`src/cpld_pkg.sv`:
```
// Shared types for the serial link controller; links are oversampled bit strobes, codes outside the four listed select no device.
package cpld_pkg;

  // Widths that carry a meaning.
  localparam int BYTE_W    = 8;
  localparam int BIT_IDX_W = 3;
  localparam int DEV_SEL_W = 3;
  localparam int DEV_NSS_W = 3;

  // One data byte on a link, also the mailbox register width.
  typedef logic [BYTE_W-1:0] byte_t;

  // Bit position within the byte being shifted.
  typedef logic [BIT_IDX_W-1:0] bit_idx_t;

  // Device select code driven by the coprocessor.
  typedef logic [DEV_SEL_W-1:0] dev_sel_t;

  // Active-low chip selects for the external devices.
  typedef logic [DEV_NSS_W-1:0] dev_nss_t;

  // Device select codes.
  // Any other code routes the coprocessor nowhere.
  localparam dev_sel_t DEV_LOGIC  = 3'd0;
  localparam dev_sel_t DEV_SDCARD = 3'd1;
  localparam dev_sel_t DEV_USB    = 3'd2;
  localparam dev_sel_t DEV_FPGA   = 3'd3;

  // Bit positions inside dev_nss_t.
  localparam int DEV_NSS_SDCARD = 0;
  localparam int DEV_NSS_USB    = 1;
  localparam int DEV_NSS_FPGA   = 2;

  // All selects released.
  localparam dev_nss_t DEV_NSS_IDLE = 3'b111;

  // First byte of every frame.
  // Unlisted values make the engine ignore the rest of the frame.
  typedef enum logic [BYTE_W-1:0] {
    OP_WRITE_REG  = 8'h01,
    OP_READ_PEER  = 8'h02,
    OP_ACCESS_RAM = 8'h03,
    OP_PEER_RESET = 8'h04
  } opcode_e;

  // Frame engine states.
  typedef enum logic [2:0] {
    ST_OPCODE,
    ST_WRITE,
    ST_READ,
    ST_RAM,
    ST_RESET,
    ST_IGNORE
  } engine_state_e;

  // One serial link, nss is active low.
  typedef struct packed {
    logic nss;
    logic bit_vld;
    logic mosi;
  } link_t;

  // RAM pass-through request from one engine.
  typedef struct packed {
    logic active;
    logic bit_vld;
    logic mosi;
  } ram_req_t;

endpackage

```
`src/link_router.sv`:
```
// Routes port links to the engines; the last port is the coprocessor and reaches its engine only on DEV_LOGIC.
`timescale 1ns/1ps

module link_router #(
  parameter int NUM_PORTS = 2
) (
  input  logic               cop_sck,
  input  logic               rst_n,
  input  cpld_pkg::link_t    port_link [NUM_PORTS],
  input  cpld_pkg::dev_sel_t cop_select,
  output cpld_pkg::link_t    eng_link [NUM_PORTS],
  output cpld_pkg::dev_nss_t dev_nss,
  output cpld_pkg::dev_sel_t dev_route
);

  // Coprocessor port index.
  localparam int COP_PORT = NUM_PORTS - 1;

  // High when the coprocessor talks to the mailbox logic.
  logic logic_sel;

  assign logic_sel = (cop_select == cpld_pkg::DEV_LOGIC);

  // Links pass straight to the engines.
  // The coprocessor link is closed off while a device is selected,
  // so its engine sees an idle frame and stays in ST_OPCODE.
  always_comb begin
    for (int i = 0; i < NUM_PORTS; i++) begin
      eng_link[i] = port_link[i];
    end
    if (!logic_sel) begin
      eng_link[COP_PORT].nss     = 1'b1;
      eng_link[COP_PORT].bit_vld = 1'b0;
    end
  end

  // Registered chip selects and miso route.
  // dev_route lags cop_select by one cycle to line up with the engine miso register.
  always_ff @(posedge cop_sck or negedge rst_n) begin
    if (!rst_n) begin
      dev_nss   <= cpld_pkg::DEV_NSS_IDLE;
      dev_route <= cpld_pkg::DEV_LOGIC;
    end else begin
      // One select at most goes low.
      dev_nss[cpld_pkg::DEV_NSS_SDCARD] <= (cop_select != cpld_pkg::DEV_SDCARD);
      dev_nss[cpld_pkg::DEV_NSS_USB]    <= (cop_select != cpld_pkg::DEV_USB);
      dev_nss[cpld_pkg::DEV_NSS_FPGA]   <= (cop_select != cpld_pkg::DEV_FPGA);
      dev_route                         <= cop_select;
    end
  end

endmodule

```
`src/frame_engine.sv`:
```
// Per-port frame decoder; bits go LSB first, a partial byte at frame end is dropped, slots under four cycles are unsupported.
`timescale 1ns/1ps

module frame_engine (
  input  logic               cop_sck,
  input  logic               rst_n,
  input  cpld_pkg::link_t    eng_link,
  input  cpld_pkg::byte_t    peer_reg,
  input  logic               ram_grant_miso,
  output cpld_pkg::byte_t    mbox_reg,
  output cpld_pkg::ram_req_t ram_req,
  output logic               eng_miso,
  output logic               reset_req
);

  // Frame state and bit position.
  cpld_pkg::engine_state_e state;
  cpld_pkg::engine_state_e op_state;
  cpld_pkg::bit_idx_t      bit_cnt;

  // Incoming byte assembly and outgoing reply bits.
  cpld_pkg::byte_t shift_q;
  cpld_pkg::byte_t byte_in;
  cpld_pkg::byte_t reply_sr;
  logic            reply_bit;

  // Per-bit strobes.
  logic bit_take;
  logic byte_done;
  logic read_next;

  // A bit counts only inside a frame.
  assign bit_take  = eng_link.bit_vld && !eng_link.nss;
  assign byte_done = bit_take && (bit_cnt == '1);

  // Full byte as it stands on the eighth bit.
  assign byte_in = {eng_link.mosi, shift_q[cpld_pkg::BYTE_W-1:1]};

  // Opcode decode.
  always_comb begin
    case (cpld_pkg::opcode_e'(byte_in))
      cpld_pkg::OP_WRITE_REG:  op_state = cpld_pkg::ST_WRITE;
      cpld_pkg::OP_READ_PEER:  op_state = cpld_pkg::ST_READ;
      cpld_pkg::OP_ACCESS_RAM: op_state = cpld_pkg::ST_RAM;
      cpld_pkg::OP_PEER_RESET: op_state = cpld_pkg::ST_RESET;
      default:                 op_state = cpld_pkg::ST_IGNORE;
    endcase
  end

  // True when the state after this edge is a peer read.
  assign read_next = (state == cpld_pkg::ST_READ) ||
                     ((state == cpld_pkg::ST_OPCODE) && byte_done &&
                      (op_state == cpld_pkg::ST_READ));

  // Control state and mailbox.
  always_ff @(posedge cop_sck or negedge rst_n) begin
    if (!rst_n) begin
      state     <= cpld_pkg::ST_OPCODE;
      bit_cnt   <= '0;
      mbox_reg  <= '0;
      reply_bit <= 1'b0;
    end else if (eng_link.nss) begin
      // A closed frame starts over on the next opcode.
      state     <= cpld_pkg::ST_OPCODE;
      bit_cnt   <= '0;
      reply_bit <= 1'b0;
    end else if (bit_take) begin
      bit_cnt <= bit_cnt + 1'b1;
      if (byte_done && (state == cpld_pkg::ST_OPCODE)) begin
        state <= op_state;
      end
      if (byte_done && (state == cpld_pkg::ST_WRITE)) begin
        mbox_reg <= byte_in;
      end
      // Bit 0 of each reply byte comes straight from the peer.
      if (read_next) begin
        reply_bit <= byte_done ? peer_reg[0] : reply_sr[0];
      end else begin
        reply_bit <= 1'b0;
      end
    end
  end

  // Shift registers.
  // The peer byte is captured once per byte so a change mid-byte does not tear it.
  always_ff @(posedge cop_sck) begin
    if (bit_take) begin
      shift_q <= byte_in;
      if (byte_done) begin
        reply_sr <= {1'b0, peer_reg[cpld_pkg::BYTE_W-1:1]};
      end else begin
        reply_sr <= {1'b0, reply_sr[cpld_pkg::BYTE_W-1:1]};
      end
    end
  end

  // RAM pass-through is live only inside the frame.
  assign ram_req.active  = (state == cpld_pkg::ST_RAM) && !eng_link.nss;
  assign ram_req.bit_vld = ram_req.active && eng_link.bit_vld;
  assign ram_req.mosi    = ram_req.active && eng_link.mosi;

  // RAM return is already registered in the arbiter.
  assign eng_miso = (state == cpld_pkg::ST_RAM) ? ram_grant_miso : reply_bit;

  // Peer reset drops as soon as nss rises.
  assign reset_req = (state == cpld_pkg::ST_RESET) && !eng_link.nss;

  // Senders keep their strobes inside the frame.
  a_bit_in_frame : assert property (@(posedge cop_sck) disable iff (!rst_n)
    eng_link.bit_vld |-> !eng_link.nss)
    else $error("bit_vld while nss high");

  // RAM traffic only comes from a decoded RAM frame.
  a_ram_in_state : assert property (@(posedge cop_sck) disable iff (!rst_n)
    ram_req.active |-> (state == cpld_pkg::ST_RAM) &&
                       ($past(ram_req.active) ||
                        $past(byte_done && (op_state == cpld_pkg::ST_RAM))))
    else $error("ram_req active without a decoded RAM opcode");

endmodule

```
`src/shared_bus_arbiter.sv`:
```
// RAM owner is the lowest port with a nonzero mailbox, else port 0; only one port may run a RAM frame at a time.
`timescale 1ns/1ps

module shared_bus_arbiter #(
  parameter int NUM_PORTS = 2
) (
  input  logic                 cop_sck,
  input  logic                 rst_n,
  input  cpld_pkg::byte_t      mbox_reg [NUM_PORTS],
  input  cpld_pkg::ram_req_t   ram_req [NUM_PORTS],
  input  logic [NUM_PORTS-1:0] eng_miso,
  input  logic [NUM_PORTS-1:0] reset_req,
  input  cpld_pkg::dev_sel_t   dev_route,
  input  logic                 ram_miso,
  input  logic                 dev_miso,
  output cpld_pkg::link_t      ram_link,
  output logic                 ram_grant_miso,
  output logic [NUM_PORTS-1:0] port_miso,
  output logic                 peer_nreset
);

  localparam int OWNER_W  = $clog2(NUM_PORTS);
  localparam int COP_PORT = NUM_PORTS - 1;

  logic [OWNER_W-1:0]   owner;
  cpld_pkg::ram_req_t   owner_req;
  logic [NUM_PORTS-1:0] active_q;

  // Priority search, lowest index wins.
  always_comb begin
    owner = '0;
    for (int i = NUM_PORTS - 1; i >= 0; i--) begin
      if (mbox_reg[i] != '0) begin
        owner = OWNER_W'(i);
      end
    end
  end

  assign owner_req = ram_req[owner];

  // RAM link and return bit.
  always_ff @(posedge cop_sck or negedge rst_n) begin
    if (!rst_n) begin
      ram_link       <= '{nss: 1'b1, bit_vld: 1'b0, mosi: 1'b0};
      ram_grant_miso <= 1'b0;
      active_q       <= '0;
    end else begin
      // Idle link when the owner has no RAM frame open.
      ram_link.nss     <= !owner_req.active;
      ram_link.bit_vld <= owner_req.bit_vld;
      ram_link.mosi    <= owner_req.mosi;
      for (int i = 0; i < NUM_PORTS; i++) begin
        active_q[i] <= ram_req[i].active;
      end
      // Sampled on the RAM strobe cycle, cleared on an idle bus.
      if (ram_link.nss) begin
        ram_grant_miso <= 1'b0;
      end else if (ram_link.bit_vld) begin
        ram_grant_miso <= ram_miso;
      end
    end
  end

  // Miso return registers.
  always_ff @(posedge cop_sck or negedge rst_n) begin
    if (!rst_n) begin
      port_miso <= '0;
    end else begin
      for (int i = 0; i < COP_PORT; i++) begin
        port_miso[i] <= eng_miso[i];
      end
      // Coprocessor return follows the device route.
      case (dev_route)
        cpld_pkg::DEV_LOGIC:  port_miso[COP_PORT] <= eng_miso[COP_PORT];
        cpld_pkg::DEV_SDCARD,
        cpld_pkg::DEV_USB,
        cpld_pkg::DEV_FPGA:   port_miso[COP_PORT] <= dev_miso;
        default:              port_miso[COP_PORT] <= 1'b0;
      endcase
    end
  end

  // Any engine in a reset frame holds the peer.
  assign peer_nreset = ~(|reset_req);

  // The RAM return bit reaches a single engine frame.
  a_one_ram_user : assert property (@(posedge cop_sck) disable iff (!rst_n)
    ram_link.bit_vld |-> $onehot0(active_q))
    else $error("more than one port in a RAM frame");

endmodule

```
`src/cpld_core_top.sv`:
```
// Top level for 2 to 4 ports; port 0 is the MCU, the last port is the coprocessor with the device select code.
`timescale 1ns/1ps

module cpld_core_top #(
  parameter int NUM_PORTS = 2
) (
  input  logic                 cop_sck,
  input  logic                 rst_n,
  input  cpld_pkg::link_t      port_link [NUM_PORTS],
  input  cpld_pkg::dev_sel_t   cop_select,
  input  logic                 ram_miso,
  input  logic                 dev_miso,
  output logic [NUM_PORTS-1:0] port_miso,
  output cpld_pkg::link_t      ram_link,
  output cpld_pkg::dev_nss_t   dev_nss,
  output logic                 peer_nreset
);

  // Router to engines.
  cpld_pkg::link_t    eng_link [NUM_PORTS];
  cpld_pkg::dev_sel_t dev_route;

  // Engines to arbiter and back.
  cpld_pkg::byte_t      mbox_reg [NUM_PORTS];
  cpld_pkg::ram_req_t   ram_req [NUM_PORTS];
  logic [NUM_PORTS-1:0] eng_miso;
  logic [NUM_PORTS-1:0] reset_req;
  logic                 ram_grant_miso;

  link_router #(
    .NUM_PORTS (NUM_PORTS)
  ) link_router_inst (
    .cop_sck    (cop_sck),
    .rst_n      (rst_n),
    .port_link  (port_link),
    .cop_select (cop_select),
    .eng_link   (eng_link),
    .dev_nss    (dev_nss),
    .dev_route  (dev_route)
  );

  // One engine per port, each reads the next mailbox in the ring.
  for (genvar i = 0; i < NUM_PORTS; i++) begin : g_engine
    frame_engine frame_engine_inst (
      .cop_sck        (cop_sck),
      .rst_n          (rst_n),
      .eng_link       (eng_link[i]),
      .peer_reg       (mbox_reg[(i + 1) % NUM_PORTS]),
      .ram_grant_miso (ram_grant_miso),
      .mbox_reg       (mbox_reg[i]),
      .ram_req        (ram_req[i]),
      .eng_miso       (eng_miso[i]),
      .reset_req      (reset_req[i])
    );
  end

  shared_bus_arbiter #(
    .NUM_PORTS (NUM_PORTS)
  ) shared_bus_arbiter_inst (
    .cop_sck        (cop_sck),
    .rst_n          (rst_n),
    .mbox_reg       (mbox_reg),
    .ram_req        (ram_req),
    .eng_miso       (eng_miso),
    .reset_req      (reset_req),
    .dev_route      (dev_route),
    .ram_miso       (ram_miso),
    .dev_miso       (dev_miso),
    .ram_link       (ram_link),
    .ram_grant_miso (ram_grant_miso),
    .port_miso      (port_miso),
    .peer_nreset    (peer_nreset)
  );

endmodule

```
`config.mk`:
```
export PLATFORM = sky130hd
export DESIGN_NAME = cpld_core_top
export DESIGN_NICKNAME = d
export VERILOG_FILES = /design/src/cpld_pkg.sv /design/src/link_router.sv /design/src/frame_engine.sv /design/src/shared_bus_arbiter.sv /design/src/cpld_core_top.sv
export SDC_FILE = /design/constraint.sdc
export NUM_CORES = 1
export LEC_CHECK = 0
export ABC_AREA = 1
export BUFFER_PORTS_ARGS = -buffer_cell sky130_fd_sc_hd__buf_2
export CAP_MARGIN = 20
export CORE_UTILIZATION = 54
export DETAILED_ROUTE_END_ITERATION = 10
export PLACE_DENSITY = 0.75
export SLEW_MARGIN = 20
export SYNTH_ARGS = -nofsm -noshare
export SYNTH_HDL_FRONTEND = slang
export SYNTH_HIERARCHICAL = 1
export SYNTH_SLANG_ARGS = --single-unit
```
`constraint.sdc`:
```
create_clock -name cop_sck -period 1.69 [get_ports cop_sck]
set_clock_uncertainty 0.15 [all_clocks]
set_input_delay 0.338 -clock cop_sck [delete_from_list [all_inputs] [get_ports cop_sck]]
set_output_delay 0.338 -clock cop_sck [all_outputs]
set_load 0.005 [all_outputs]
```
==> flow_summary.ini <==
[final_layout]
fin_nets = 389
fillers = 408
drive_above_1_share = 0.3245
final_common_cell = nand2_1
layout-area-overhead-vs-synth_pct = 23.06
diodes = 0
final_cell_mix = nand2_1, inv_1, dfrtp_1
finalCoreUtilization = 0.6983
largest_reg_flops = 16

[min_path]
min_path_cells = 1
hold_class = in2reg

[critical_path]
worstPathMaxFanout = 6
ff2ff_setup_slack_ns = -0.007
cp.arrival_ns = 1.64
cp-start-kind = register
r2r_cells = 5
crit_type = reg2reg
crit_path_end_kind = register
cp.required_ns = 1.63

[yosys]
ys_seq_elements = 70
muxShareOfSynthArea = 0.02848
synthArstFlopShare = 0.6000
synth-compound-area-share = 0.06408
ys.flop_type = dfrtp_1
syn_nets = 330
synth_top_family_by_area = simple AND/OR/NAND/NOR gates
netlist_instances = 313
ys_types = 30
synth-seq-area-share = 0.5997
synth_area_um2 = 3163
yosys.area_share.simple = 0.2164
yosysWarnings = 6
synth_xor_area_frac = 0.002769
synth.avg_cell_area_um2 = 10.11
synth_edf_count = 28
yosys.area_share.adder = 0.01582

[timing]
fin_crit_ns = 1.697
period_share = 1.004
worst_pin_slew_ns = 0.2674
finalSetupViolations = 1
slew_violations = 0
rsz0062_at_grt = yes
worst_slack_ns = -0.007321
maxSlewHeadroom = 0.8210
clock.fmax_mhz = 589.2
hold_viol_final = 0

[clock_tree]
clk_latency_ns = 0.34
cts_tree = built
clk_pin_slew_worst_paths_ns = 0.07
cts_buffers = 9
cts-root-buf = clkbuf_8
cts.path.max_buffers = 2
cts.sinks = 70
htree_num_levels = 3

[floorplan]
core_area_um2 = 5574
start_util = 0.5675
rows = 27
die-area_um2 = 6168
fp.dieW_um = 78.54
die_y_um = 78.54
io_pins = 22

[place]
place.gp.congestion = 0.7650
pre_cts_ws_ns = -0.03919
io_buffers = 21
dp_hpwl_mm = 4.271

[outcome]
status = finished with violations
violations = negative setup slack

[detailed_routing]
num_vias = 2253
drtAntennaViolNets = 0
wl_per_cell_um = 14.00
routed_wirelength_mm = 6.271
drt-initial-drc-count = 163
drc = 0
via_per_inst = 5.029
drtPass1Iterations = 6

[global_route]
grt_pass1_wl_mm = 10.42
antenna_found_initial = 0
grt_overflow = 0
grtUsageTotal = 0.2271
grt_pass1_vias = 2272
grt_start_max_net_pins = 43

[job]
maxCapViolations = 0

[power_and_ir_drop]
ir_worst_vdd_mv = 0.5512
leakagePower_nw = 1.844
p_per_area_nw_per_um2 = 778.5
-- where the power goes --
| part | switching, mW | internal, mW | leakage [nW] |
|---|---|---|---|
| clock network | 0.580 | 0.516 | 0.0776 |
| logic | 0.0705 | 0.0554 | 0.981 |
| registers | 0.0154 | 1.79 | 0.785 |
-- layout make-up --
cell class | instances | area [um2] | area share
inverters | 46 | 181.4 | 0.04661
well taps | 72 | 90.09 | 0.02314
clock inverters | 3 | 13.76 | 0.003536
repair buffers | 54 | 429.2 | 0.1103
flip-flops and latches | 70 | 1898 | 0.4876
multi-input cells | 191 | 1145 | 0.2941
clock buffers | 12 | 135.1 | 0.03472
-- worst max-delay path, cell delays in order (launching register included) --
cell and delay [ns]:
dfrtp_1 0.39, ha_2 0.20, ha_4 0.16, nand3_4 0.08
buf_6 0.15, mux2_4 0.31
-- per-stage QoR --
| step | std cells | instance area, um2 | hold slack, ns | TNS [ns] | power [mW] |
|---|---|---|---|---|---|
| floorplan | 313 | 3169 | -0.1076 | 0 | 1.885 |
| global placement | 422 | 3552 | 0.1793 | 0 | 1.951 |
| detailed placement | 422 | 3552 | 0.1781 | -0.3010 | 1.956 |
| CTS | 444 | 3855 | 0.04665 | -0.2605 | 3.061 |
| global route | 448 | 3892 | 0.04844 | -0.3097 | 3.148 |
| finish | 448 | 3892 | 0.05847 | -0.007321 | 3.030 |
-- per-layer routing --
metal  routed length (um)  track usage  up-vias  share of wire
met4                   68      0.07593        0          0.011
li1                     -            -     1119              -
met3                  180      0.06744        6          0.029
met1                 2823       0.2791     1097           0.45
met5                    0            0        -              0
met2                 3199       0.3809       31           0.51
-- kinds of logic after synthesis --
group / count (synthesis)
muxes: 8
adders and majority gates: 4
AOI/OAI and AO/OA: 29
and+or+nand+nor: 149
DFF: 70
buffers and inverters: 52
xor gates and xnor gates: 1
-- final timing paths --
path,from,to
worst max-delay path,g_engine[0].frame_engine_inst/bit_cnt[0],g_engine[0].frame_engine_inst/reply_sr[3]
worst min-delay path,port_link[0],g_engine[1].frame_engine_inst/shift_q[7]
worst max register to register,g_engine[0].frame_engine_inst/bit_cnt[0],g_engine[0].frame_engine_inst/reply_sr[3]
worst min register to register,link_router_inst/dev_route[2],shared_bus_arbiter_inst/port_miso[1]
max in group asynchronous,rst_n,link_router_inst/dev_nss[1]
min in group asynchronous,rst_n,g_engine[0].frame_engine_inst/bit_cnt[2]
-- cell usage after synthesis (2+ instances only) --
library cell,n,area (um2)
nand3_4,2,35.03
nand3_1,11,55.05
inv_1,43,161.4
ha_1,4,50.05
nand3b_1,2,15.01
inv_2,2,7.510
o21ai_0,9,45.04
dfrtp_1,38,950.9
nor3_1,6,30.03
nand4_1,2,12.51
nor2_1,38,142.6
o21ai_2,10,87.58
buf_6,2,22.52
a22o_1,4,35.03
nand2_2,8,50.05
a21oi_1,4,20.02
edfxtp_1,28,840.8
buf_4,4,30.03
nand2_1,75,281.5
dfstp_2,4,105.1
mux2_2,8,90.09
-- repair_timing --
item | in CTS | in global routing
endpoints found under the setup margin | 18 | 30
gates resized for setup | 26 | 11
pin swaps | 4 | 4
setup buffers | 5 | 6
hold buffers | 1 | 0
hold endpoints to repair | 38 | 0
gates cloned | 1 | 0
Note: power is estimated with default switching activity, not from simulation.
